## config.mk

```make
export PLATFORM = sky130hd
export DESIGN_NAME = aq_top
export DESIGN_NICKNAME = d
export VERILOG_FILES = /design/src/design/aq_cfg_pkg.sv /design/src/design/aq_ctrl_pkg.sv /design/src/design/aq_nq_if.sv /design/src/design/aq_accum_buffer.sv /design/src/design/aq_controller.sv /design/src/design/aq_normquant.sv /design/src/design/aq_top.sv
export SDC_FILE = /design/constraint.sdc
export NUM_CORES = 2
export LEC_CHECK = 0
export BUFFER_PORTS_ARGS = -buffer_cell sky130_fd_sc_hd__buf_4
export CORE_MARGIN = 2
export CORE_UTILIZATION = 48
export DETAILED_ROUTE_END_ITERATION = 8
export PLACE_DENSITY = 0.66
export SYNTH_ARGS = -nofsm -noshare
export SYNTH_HDL_FRONTEND = slang
export SYNTH_HIERARCHICAL = 1
export SYNTH_SLANG_ARGS = --single-unit
```

## constraint.sdc

```tcl
create_clock -name clk_i -period 22.2 [get_ports clk_i]
set_clock_uncertainty 0.2 [all_clocks]
set_input_delay 4.44 -clock clk_i [delete_from_list [all_inputs] [get_ports clk_i]]
set_output_delay 4.44 -clock clk_i [all_outputs]
set_load 0.01 [all_outputs]
```

## src/design/aq_cfg_pkg.sv

```systemverilog
package aq_cfg_pkg;

  // ====================================================================
  // accumulator bank sizing
  // ====================================================================

  localparam int unsigned NUM_ACC   = 8;   // accumulators in the bank
  localparam int unsigned ACC_WIDTH = 32;  // signed accumulator width

  // normquant and stream-out widths
  localparam int unsigned QOUT_WIDTH  = 8;   // one quantized output byte
  localparam int unsigned SCALE_WIDTH = 8;   // unsigned per-lane scale
  localparam int unsigned SHIFT_WIDTH = 5;   // global right shift

  // command length fields
  localparam int unsigned LEN_WIDTH = 16;

  // register stages between issue and writeback
  localparam int unsigned NQ_LATENCY = 2;

endpackage

```

## src/design/aq_ctrl_pkg.sv

```systemverilog
package aq_ctrl_pkg;

  // single-cycle command strobes, sampled in idle only
  typedef enum logic [1:0] {
    CMD_NONE,
    CMD_ACCUM,
    CMD_NORMQUANT,
    CMD_STREAMOUT
  } aq_cmd_e;

  typedef enum logic [2:0] {
    AQ_IDLE,
    AQ_ACCUM,
    AQ_NQ_LOAD,    // waiting for the scale beat
    AQ_NQ_ISSUE,   // one accumulator per cycle into the pipe
    AQ_NQ_DRAIN,   // last items still in flight
    AQ_STREAMOUT
  } aq_state_e;

  // operation on the accumulator bank
  typedef enum logic [1:0] {
    BUF_NOP,
    BUF_ADD,
    BUF_CLEAR
  } buf_op_e;

endpackage

```

## src/design/aq_nq_if.sv

```systemverilog
`timescale 1ns/1ps

interface aq_nq_if #(
  parameter int unsigned NUM_ACC = aq_cfg_pkg::NUM_ACC
);

  logic                       scale_load;   // latch the scale beat
  logic                       issue_valid;  // one accumulator enters stage 1
  logic [$clog2(NUM_ACC)-1:0] issue_addr;
  logic                       inflight;     // pipe still owes a writeback

  modport ctrl (
    output scale_load,
    output issue_valid,
    output issue_addr,
    input  inflight
  );

  modport nq (
    input  scale_load,
    input  issue_valid,
    input  issue_addr,
    output inflight
  );

endinterface

```

## src/design/aq_accum_buffer.sv

```systemverilog
`timescale 1ns/1ps

module aq_accum_buffer #(
  parameter int unsigned NUM_ACC   = aq_cfg_pkg::NUM_ACC,
  parameter int unsigned ACC_WIDTH = aq_cfg_pkg::ACC_WIDTH
) (
  input  logic                                      clk_i,
  input  logic                                      rst_ni,
  input  aq_ctrl_pkg::buf_op_e                      buf_op_i,
  input  logic [$clog2(NUM_ACC)-1:0]                buf_addr_i,
  input  logic signed [ACC_WIDTH-1:0]               operand_i,
  input  logic                                      wb_valid_i,
  input  logic [$clog2(NUM_ACC)-1:0]                wb_addr_i,
  input  logic [ACC_WIDTH-1:0]                      wb_data_i,
  output logic signed [ACC_WIDTH-1:0]               rd_data_o,
  output logic [NUM_ACC*aq_cfg_pkg::QOUT_WIDTH-1:0] packed_o
);

  import aq_cfg_pkg::*;
  import aq_ctrl_pkg::*;

  logic signed [ACC_WIDTH-1:0] acc_q [NUM_ACC];
  logic signed [ACC_WIDTH-1:0] sum;

  assign rd_data_o = acc_q[buf_addr_i];
  assign sum       = rd_data_o + operand_i;  // wraps on overflow

  // ====================================================================
  // register bank
  // ====================================================================

  always_ff @(posedge clk_i or negedge rst_ni) begin
    if (!rst_ni) begin
      for (int unsigned i = 0; i < NUM_ACC; i++) begin
        acc_q[i] <= '0;
      end
    end else if (buf_op_i == BUF_CLEAR) begin
      for (int unsigned i = 0; i < NUM_ACC; i++) begin
        acc_q[i] <= '0;
      end
    end else begin
      if (buf_op_i == BUF_ADD) begin
        acc_q[buf_addr_i] <= sum;
      end
      // writeback comes last so it overrides a same-address add
      if (wb_valid_i) begin
        acc_q[wb_addr_i] <= wb_data_i;
      end
    end
  end

  // low byte of every lane for stream-out
  for (genvar g = 0; g < NUM_ACC; g++) begin : g_pack
    assign packed_o[g*QOUT_WIDTH +: QOUT_WIDTH] = acc_q[g][QOUT_WIDTH-1:0];
  end

endmodule

```

## src/design/aq_controller.sv

```systemverilog
`timescale 1ns/1ps

module aq_controller #(
  parameter int unsigned NUM_ACC = aq_cfg_pkg::NUM_ACC
) (
  input  logic                             clk_i,
  input  logic                             rst_ni,
  input  logic                             clear_i,
  input  aq_ctrl_pkg::aq_cmd_e             cmd_i,
  input  logic [aq_cfg_pkg::LEN_WIDTH-1:0] full_len_i,
  input  logic                             conv_valid_i,
  output logic                             conv_ready_o,
  output logic                             norm_ready_o,
  input  logic                             norm_valid_i,
  output logic                             out_valid_o,
  input  logic                             out_ready_i,
  output logic                             busy_o,
  output aq_ctrl_pkg::buf_op_e             buf_op_o,
  output logic [$clog2(NUM_ACC)-1:0]       buf_addr_o,
  aq_nq_if.ctrl                            nq
);

  import aq_cfg_pkg::*;
  import aq_ctrl_pkg::*;

  localparam int unsigned AW = $clog2(NUM_ACC);

  aq_state_e            state_q, state_d;
  logic [AW-1:0]        addr_q, addr_d;
  logic [LEN_WIDTH-1:0] cnt_q, cnt_d;
  logic [LEN_WIDTH-1:0] last_cnt;
  logic                 addr_wrap;
  logic                 conv_hs;

  assign last_cnt  = (full_len_i == '0) ? '0 : full_len_i - 1'b1;  // zero length means one
  assign addr_wrap = (addr_q == AW'(NUM_ACC - 1));
  assign conv_hs   = conv_ready_o && conv_valid_i;

  // ====================================================================
  // next state and counters
  // ====================================================================

  always_comb begin
    state_d = state_q;
    addr_d  = addr_q;
    cnt_d   = cnt_q;
    case (state_q)
      AQ_IDLE: begin
        addr_d = '0;
        cnt_d  = '0;
        case (cmd_i)
          CMD_ACCUM:     state_d = AQ_ACCUM;
          CMD_NORMQUANT: state_d = AQ_NQ_LOAD;
          CMD_STREAMOUT: state_d = AQ_STREAMOUT;
          default:       state_d = AQ_IDLE;
        endcase
      end
      AQ_ACCUM: begin
        if (conv_hs) begin
          addr_d = addr_wrap ? '0 : addr_q + 1'b1;
          cnt_d  = cnt_q + 1'b1;
          if (cnt_q == last_cnt) begin
            state_d = AQ_IDLE;  // done on the last handshake edge
          end
        end
      end
      AQ_NQ_LOAD: begin
        if (norm_valid_i) begin
          state_d = AQ_NQ_ISSUE;
        end
      end
      AQ_NQ_ISSUE: begin
        addr_d = addr_wrap ? '0 : addr_q + 1'b1;
        if (addr_wrap) begin
          state_d = AQ_NQ_DRAIN;
        end
      end
      AQ_NQ_DRAIN: begin
        if (!nq.inflight) begin
          state_d = AQ_IDLE;  // final writeback lands on this edge
        end
      end
      AQ_STREAMOUT: begin
        if (out_ready_i) begin
          state_d = AQ_IDLE;
        end
      end
      default: state_d = AQ_IDLE;
    endcase

    // clear wins in every state
    if (clear_i) begin
      state_d = AQ_IDLE;
      addr_d  = '0;
      cnt_d   = '0;
    end
  end

  always_ff @(posedge clk_i or negedge rst_ni) begin
    if (!rst_ni) begin
      state_q <= AQ_IDLE;
      addr_q  <= '0;
      cnt_q   <= '0;
    end else begin
      state_q <= state_d;
      addr_q  <= addr_d;
      cnt_q   <= cnt_d;
    end
  end

  // ====================================================================
  // outputs
  // ====================================================================

  assign conv_ready_o = (state_q == AQ_ACCUM);
  assign norm_ready_o = (state_q == AQ_NQ_LOAD);
  assign out_valid_o  = (state_q == AQ_STREAMOUT);
  assign busy_o       = (state_q != AQ_IDLE);
  assign buf_addr_o   = addr_q;  // add target and normquant read share it

  assign nq.scale_load  = norm_ready_o && norm_valid_i;
  assign nq.issue_valid = (state_q == AQ_NQ_ISSUE);
  assign nq.issue_addr  = addr_q;

  always_comb begin
    if (clear_i) begin
      buf_op_o = BUF_CLEAR;
    end else if (conv_hs) begin
      buf_op_o = BUF_ADD;
    end else begin
      buf_op_o = BUF_NOP;
    end
  end

endmodule

```

## src/design/aq_normquant.sv

```systemverilog
`timescale 1ns/1ps

module aq_normquant #(
  parameter int unsigned NUM_ACC   = aq_cfg_pkg::NUM_ACC,
  parameter int unsigned ACC_WIDTH = aq_cfg_pkg::ACC_WIDTH
) (
  input  logic                                       clk_i,
  input  logic                                       rst_ni,
  input  logic                                       clear_i,
  input  logic [NUM_ACC*aq_cfg_pkg::SCALE_WIDTH-1:0] norm_data_i,
  input  logic [aq_cfg_pkg::SHIFT_WIDTH-1:0]         right_shift_i,
  input  logic signed [ACC_WIDTH-1:0]                acc_i,
  aq_nq_if.nq                                        nq,
  output logic                                       wb_valid_o,
  output logic [$clog2(NUM_ACC)-1:0]                 wb_addr_o,
  output logic [ACC_WIDTH-1:0]                       wb_data_o
);

  import aq_cfg_pkg::*;

  localparam int unsigned AW = $clog2(NUM_ACC);
  localparam int unsigned PW = ACC_WIDTH + SCALE_WIDTH + 1;  // signed product

  logic [NUM_ACC-1:0][SCALE_WIDTH-1:0] scale_q;
  logic signed [SCALE_WIDTH:0]         scale_sel;
  logic signed [PW-1:0]                prod;
  logic signed [PW-1:0]                s1_prod_q;
  logic signed [PW-1:0]                shifted;
  logic [QOUT_WIDTH-1:0]               clipped;
  logic [QOUT_WIDTH-1:0]               s2_data_q;
  logic [AW-1:0]                       s1_addr_q, s2_addr_q;
  logic                                s1_vld_q, s2_vld_q;

  always_ff @(posedge clk_i) begin
    if (nq.scale_load) begin
      scale_q <= norm_data_i;  // lane i in byte i
    end
  end

  // ====================================================================
  // stage 1 multiply, stage 2 shift and clip
  // ====================================================================

  assign scale_sel = $signed({1'b0, scale_q[nq.issue_addr]});
  assign prod      = acc_i * scale_sel;
  assign shifted   = s1_prod_q >>> right_shift_i;

  always_comb begin
    if (shifted[PW-1]) begin
      clipped = '0;  // negative floor
    end else if (|shifted[PW-2:QOUT_WIDTH]) begin
      clipped = '1;  // saturate at 255
    end else begin
      clipped = shifted[QOUT_WIDTH-1:0];
    end
  end

  always_ff @(posedge clk_i or negedge rst_ni) begin
    if (!rst_ni) begin
      s1_vld_q <= 1'b0;
      s2_vld_q <= 1'b0;
    end else if (clear_i) begin
      s1_vld_q <= 1'b0;
      s2_vld_q <= 1'b0;
    end else begin
      s1_vld_q <= nq.issue_valid;
      s2_vld_q <= s1_vld_q;
    end
  end

  always_ff @(posedge clk_i) begin
    if (nq.issue_valid) begin
      s1_prod_q <= prod;
      s1_addr_q <= nq.issue_addr;
    end
    if (s1_vld_q) begin
      s2_data_q <= clipped;
      s2_addr_q <= s1_addr_q;
    end
  end

  assign wb_valid_o = s2_vld_q;
  assign wb_addr_o  = s2_addr_q;
  assign wb_data_o  = ACC_WIDTH'(s2_data_q);  // zero-extended byte

  // stage 2 item retires on this edge, only stage 1 is still owed
  assign nq.inflight = s1_vld_q;

endmodule

```

## src/design/aq_top.sv

```systemverilog
`timescale 1ns/1ps

module aq_top #(
  parameter int unsigned NUM_ACC   = aq_cfg_pkg::NUM_ACC,
  parameter int unsigned ACC_WIDTH = aq_cfg_pkg::ACC_WIDTH
) (
  input  logic                                       clk_i,
  input  logic                                       rst_ni,
  // commands and configuration
  input  logic                                       clear_i,
  input  aq_ctrl_pkg::aq_cmd_e                       cmd_i,
  input  logic [aq_cfg_pkg::LEN_WIDTH-1:0]           full_len_i,
  input  logic [aq_cfg_pkg::SHIFT_WIDTH-1:0]         right_shift_i,
  input  logic [aq_cfg_pkg::LEN_WIDTH-1:0]           out_len_i,
  // partial sums
  input  logic                                       conv_valid_i,
  input  logic signed [ACC_WIDTH-1:0]                conv_data_i,
  output logic                                       conv_ready_o,
  // scales
  input  logic                                       norm_valid_i,
  input  logic [NUM_ACC*aq_cfg_pkg::SCALE_WIDTH-1:0] norm_data_i,
  output logic                                       norm_ready_o,
  // quantized output
  output logic                                       out_valid_o,
  input  logic                                       out_ready_i,
  output logic [NUM_ACC*aq_cfg_pkg::QOUT_WIDTH-1:0]  out_data_o,
  output logic [NUM_ACC-1:0]                         out_strb_o,
  output logic                                       busy_o
);

  import aq_ctrl_pkg::*;

  localparam int unsigned AW = $clog2(NUM_ACC);

  buf_op_e                     buf_op;
  logic [AW-1:0]               buf_addr;
  logic signed [ACC_WIDTH-1:0] rd_data;
  logic                        wb_valid;
  logic [AW-1:0]               wb_addr;
  logic [ACC_WIDTH-1:0]        wb_data;

  aq_nq_if #(.NUM_ACC(NUM_ACC)) nq_if ();

  aq_controller #(.NUM_ACC(NUM_ACC)) i_ctrl (
    .clk_i, .rst_ni, .clear_i, .cmd_i, .full_len_i,
    .conv_valid_i, .conv_ready_o, .norm_ready_o, .norm_valid_i,
    .out_valid_o, .out_ready_i, .busy_o,
    .buf_op_o   (buf_op),
    .buf_addr_o (buf_addr),
    .nq         (nq_if.ctrl)
  );

  aq_accum_buffer #(.NUM_ACC(NUM_ACC), .ACC_WIDTH(ACC_WIDTH)) i_buf (
    .clk_i, .rst_ni,
    .buf_op_i   (buf_op),
    .buf_addr_i (buf_addr),
    .operand_i  (conv_data_i),  // partial sum goes straight to the adder
    .wb_valid_i (wb_valid),
    .wb_addr_i  (wb_addr),
    .wb_data_i  (wb_data),
    .rd_data_o  (rd_data),
    .packed_o   (out_data_o)
  );

  aq_normquant #(.NUM_ACC(NUM_ACC), .ACC_WIDTH(ACC_WIDTH)) i_nq (
    .clk_i, .rst_ni, .clear_i, .norm_data_i, .right_shift_i,
    .acc_i      (rd_data),
    .nq         (nq_if.nq),
    .wb_valid_o (wb_valid),
    .wb_addr_o  (wb_addr),
    .wb_data_o  (wb_data)
  );

  // lowest out_len_i lanes, all lanes for zero or oversize length
  always_comb begin
    for (int unsigned i = 0; i < NUM_ACC; i++) begin
      out_strb_o[i] = (out_len_i == '0) || (i < out_len_i);
    end
  end

endmodule

```

# Yosys cells after proc, flatten, opt, wreduce, memory -nomap -nowiden
# Cells that the tools add are included.
# totals
regBits,399
in_bits,141
out_inout_bits,76
word_cells,123
# classes
add_sub_neg,4
n_mul,1
magnitude_cmp,13
eq_ne,18
n_shift,1
n_mux,37
bitwise,2
reduce_logical,22
# ops
op,n
256-bit 2-to-1 mux,4
256-bit bitwise mux,2
32-bit demux with 3-bit select,2
32-bit 2-to-1 mux,4
32-bit binary-select mux with 3-bit select,1
3-bit by 16-bit < comparator with 1-bit output (first input constant),4
16-bit 2-to-1 mux,3
32-bit by 9-bit multiplier with 41-bit output,1
41-bit by 5-bit >>> shifter with 41-bit output,1
32-bit adder,1
16-bit logical NOT,2
1-bit by 16-bit < comparator with 1-bit output (first input constant),2
2-bit by 16-bit < comparator with 1-bit output (first input constant),2
16-bit case mux with 2 select lines,1
32-bit OR reduction,1
3-bit 2-to-1 mux,10
8-bit binary-select mux with 3-bit select,1
3-bit case mux with 3 select lines,2
3-bit case mux with 6 select lines,1
16-bit by 1-bit adder with 16-bit output (second input constant),1
16-bit == test,1
8-bit 2-to-1 mux,2
16-bit by 1-bit subtractor with 16-bit output (second input constant),1
3-bit != test (second input constant),5
other kinds (20),43

# Longest topological paths before layout
# logic_depth
word_depth,11
mapped_depth,24
ltp_nobuf,22

# Modules after synthesis
# The synthesis kept the hierarchy.
# modules_own_cells
mod,instances,cells_each,area_each_um2,seq_area_each_um2
aq_accum_buffer,1,1983,15996.6,6406.1
aq_normquant,1,1500,15376.0,3623.5
aq_controller,1,255,2013.2,550.5
aq_top,1,24,160.2,0.0

# Worst setup path before layout
# OpenSTA, ideal clock, no wires.
# synth_path
path_kind,in2out
from,input out_len_i[11] (netlist bit)
to,output out_strb_o[2]
arrival_ns,5.095
required_ns,17.560
setup_slack_ns,12.465
stages,4
path_buffers,1
cell_sequence,nor4_1 -> and4_1 -> buf_6 -> nand2_1
# synth_via
elab_chain_cells,2
word_cells_on_any_way,3
classes_between,order compare (1); reduce/logical (2)
# synth_rtl
item,line,source
start: declaration,aq_top.sv:14,"input logic [aq_cfg_pkg::LEN_WIDTH-1:0] out_len_i,"
2-bit by 16-bit < comparator with 1-bit output or 16-bit logical NOT (tied branches),aq_top.sv:77,out_strb_o[i] = (out_len_i == '0) || (i < out_len_i);
1-bit logical OR (*),aq_top.sv:77,
end: declaration,aq_top.sv:27,"output logic [NUM_ACC-1:0] out_strb_o,"
# Every way passes the cells marked *; elsewhere a longest branch is shown, timed or not.

# Worst setup path in the final report
# layout_path
from,input out_len_i[5] (netlist bit)
to,output out_strb_o[7]
# layout_via
elab_chain_cells,2
word_cells_on_any_way,3
classes_between,order compare (1); reduce/logical (2)
# layout_rtl
item,line
3-bit by 16-bit < comparator with 1-bit output or 16-bit logical NOT (tied branches),aq_top.sv:77
1-bit logical OR (*),aq_top.sv:77
# Marked as above.

==> impl_metrics.yaml <==
global_route:
  grt_pass1_vias: 27600
  largest_net_degree_at_the_start_of_global_routing: 102
  grt_remaining_overflow: 0
  antenna_found_initial: 4
  gr-usage-all-layers_pct: 28.8
  grt_pass1_wl_um: 161000
final_layout:
  multiInputGateArea_mm2: 0.0203
  area.sequential_mm2: 0.0106
  postLayoutCoreUtil_pct: 53.4
  post_layout_nets: 4198
  instances_no_fill: 4707
  area.growth.synth_to_final_pct: 9.72
  layout.cells.most_common_list: "nand2_1 (502), dfrtp_1 (279), inv_1 (275)"
  insertedDiodeCount: 0
  layout.cell_area.non_filler_mm2: 0.0368
  layout-drive-gt1-share_pct: 12.7
  layout.filler_cells: 6376
  layout_commonest_cell: "nand2_1"
route:
  routed.top_layer: "met5"
  first_pass_iters: 6
  num_vias: 28700
  route.detailed.vias_per_inst: 6.10
  met2RoutedLength_um: 46300
  wl_per_cell_um: 22.1
  routedLengthMet1_um: 43300
  wirelength_um: 104000
  antenna_violating_nets_post_route: 0
  detail_route.iter0.violations: 2722
  route.detailed.drc: 0
  detailroute.wirelength.met3_um: 10100
clocking:
  cts_max_level: 2
  clk_path_buf_depth: 3
  number_of_sinks_driven_by_the_clock_tree: 399
  clk_pin_slew_worst_paths_ns: 0.06
  cts_made_buffers: 46
  clk-insertion-delay-late_ns: 0.63
  cts-hold-fix-buffers: 0
  clock_tree_from_tritoncts: "built"
  postCtsSetupBuffers: 0
  ctsRootBufferMaster: "clkbuf_16"
  post_cts_resize_count: 0
place:
  gp_routability_congestion: 0.893
  dp_hpwl_um: 68600
  dp.cells: 4624
  setup_slack_at_placement_ns: 11.99
  portBuffers: 215
  post_dp_area_mm2: 0.0352
yosys:
  synth-warning-count: 6
  postSynthAreaPerCell_um2: 8.92
  synth.yosys.seq_area_share_pct: 31.5
  synthCells: 3762
  synth-main-ff-cell: "dfrtp_1"
  number_of_synthesized_register_bits: 399
  synth-edff-count: 119
  async_reset_ff_share_pct: 70.2
  syn-cell-area_mm2: 0.0335
  synth.lib_cells_used.distinct: 102
worst_setup_path:
  reg2reg_depth: 21
  rr_startpoint: "i_ctrl/buf_addr_o[0]"
  crit_path_max_fanout: 7
  path_class: "in -> out"
  worstSetupEndpointType: "primary output"
  critical-path-slowest-cell: "and4_1"
  crit_end: "out_strb_o[7]"
  regToRegSetupSlack_ns: 14.05
  timing.critical_path.required_ns: 17.56
  startpoint: "out_len_i[5]"
  timing.critical_path.cells: "buf_4 -> nor4_1 -> and4_1 -> nand2_1 -> buf_4"
  cp-start-kind: "primary input"
  crit_top_cell: "buf_4"
  regToRegEndpoint: "i_nq/s1_prod_q[34]"
  crit_path_max_incr_delay_ns: 0.44
  worstPathArrival_ns: 5.58
sta:
  post-route-worst-setup-slack_ns: 11.98
  report.final.slew_viol_count: 0
  max_freq_mhz: 97.8
  slew_at_the_pin_closest_to_its_max_slew_limit_ns: 1.26
  report.final.setup_viol: 0
  rsz0062_at_grt: "false"
  setup-tns-final_ns: 0
  final_min_period_over_clock_period_pct: 46.0
  finalHoldWorstSlack_ns: 0.243
  slew_headroom_pct: 15.5
  finalWorstPathRequiredPeriod_ns: 10.22
  timing_hold_violations_final: 0
floorplan:
  fp.dieW_um: 268
  dieArea_mm2: 0.0720
  io_pins: 217
  placement_rows: 96
  initial_core_utilization_pct: 48.7
  die-height_um: 268
  coreArea_mm2: 0.0689
hold_path:
  min_delay_path_depth: 0
  hold_path_class: "reg -> reg"
status:
  result_of_the_run: "completed"
power_and_ir_drop:
  powerDensity_mw_per_mm2: 51.1
  ir_drop_mv: 0.0542
  static-leakage-power_nw: 16.0
  power.total_mw: 1.88
flow_run:
  maxCapViolCount: 0
-- how the worst min path moves through the flow --
stage,from,end,slack (ns)
floorplan,i_nq/s1_addr_q[0],i_nq/wb_addr_o[0],0.20
global placement,i_nq/s1_addr_q[0],i_nq/wb_addr_o[0],0.23
detailed placement,i_nq/s1_addr_q[0],i_nq/wb_addr_o[0],0.22
CTS,i_nq/s1_addr_q[0],i_nq/wb_addr_o[0],0.24
global route,i_nq/s1_addr_q[0],i_nq/wb_addr_o[0],0.25
finish,i_nq/s1_addr_q[0],i_nq/wb_addr_o[0],0.24
-- sequential cells by signal, indices dropped and copies added, names as in the netlist --
signal / cells
i_nq/s1_addr_q: 3
i_nq/scale_q: 64
i_buf/acc_q: 192
i_nq/s2_data_q: 8
i_nq/s1_prod_q: 41
i_ctrl/buf_addr_o: 3
i_ctrl/cnt_q: 16
i_nq/wb_valid_o: 1
i_nq/nq.inflight: 1
i_nq/wb_addr_o: 3
i_ctrl/state_q: 3
i_buf/packed_o: 64
-- logic make-up after synthesis --
group	count (synthesis)	share of synthesized area, %
buffers and inverters	638	8.47
AOI/OAI and AO/OA	1012	19.4
muxes	101	4.85
adders and majority gates	316	16.2
xor gates and xnor gates	93	2.60
DFF	399	31.5
other	2	0.0224
and+or+nand+nor	1201	16.9
-- synth_stat cells (19+ instances only) --
cell type | count | area share [%]
dfrtp_1 | 280 | 21
a211oi_1 | 22 | 0.49
mux2i_1 | 41 | 1.2
edfxtp_1 | 119 | 11
nor3_1 | 38 | 0.57
mux4_2 | 48 | 3.2
nor2b_1 | 159 | 3.0
nor2_1 | 242 | 2.7
buf_2 | 23 | 0.34
xor2_1 | 27 | 0.70
buf_4 | 101 | 2.3
clkbuf_1 | 219 | 2.5
nand4_1 | 58 | 1.1
a31oi_1 | 45 | 0.84
a21o_1 | 32 | 0.72
nand2b_1 | 41 | 0.76
xnor2_1 | 59 | 1.5
nor4_1 | 19 | 0.35
nand3_1 | 45 | 0.67
fa_1 | 199 | 12
o211ai_1 | 71 | 1.6
nand2_1 | 506 | 5.7
a22oi_1 | 127 | 2.8
inv_1 | 275 | 3.1
o21ai_0 | 267 | 4.0
a21oi_1 | 267 | 4.0
and3_1 | 24 | 0.45
a311oi_1 | 66 | 1.7
ha_1 | 117 | 4.4
-- routing by layer --
layer  GRT usage (%)  up-vias
li1                -    13000
met1            40.1    14100
met2            44.5     1407
met3            5.78      246
met4            10.6        8
met5               0        -
-- critical path, delay by kind of cell --
| family | cells | cell delay (ns) |
|---|---|---|
| simple gates | 3 | 0.86 |
| buf+inv | 2 | 0.29 |
-- layout make-up --
cell class                      instances  share of cell area [%]
Timing Repair Buffer                  269                    5.51
Clock buffer                           61                    3.50
Tap cell                              931                    3.16
Sequential cell                       399                    28.7
Inverter                              277                    2.82
Multi-Input combinational cell       2748                    55.3
Clock inverter                         22                   0.976
-- power by group --
part	leakage (nW)	switching (mW)	internal, mW	total, mW
clock	0.805	0.341	0.493	0.834
sequential	4.99	0.0117	0.769	0.781
combinational	10.2	0.175	0.0921	0.267
total	16.0	0.527	1.35	1.88
Power figures use the tool's default switching activity.
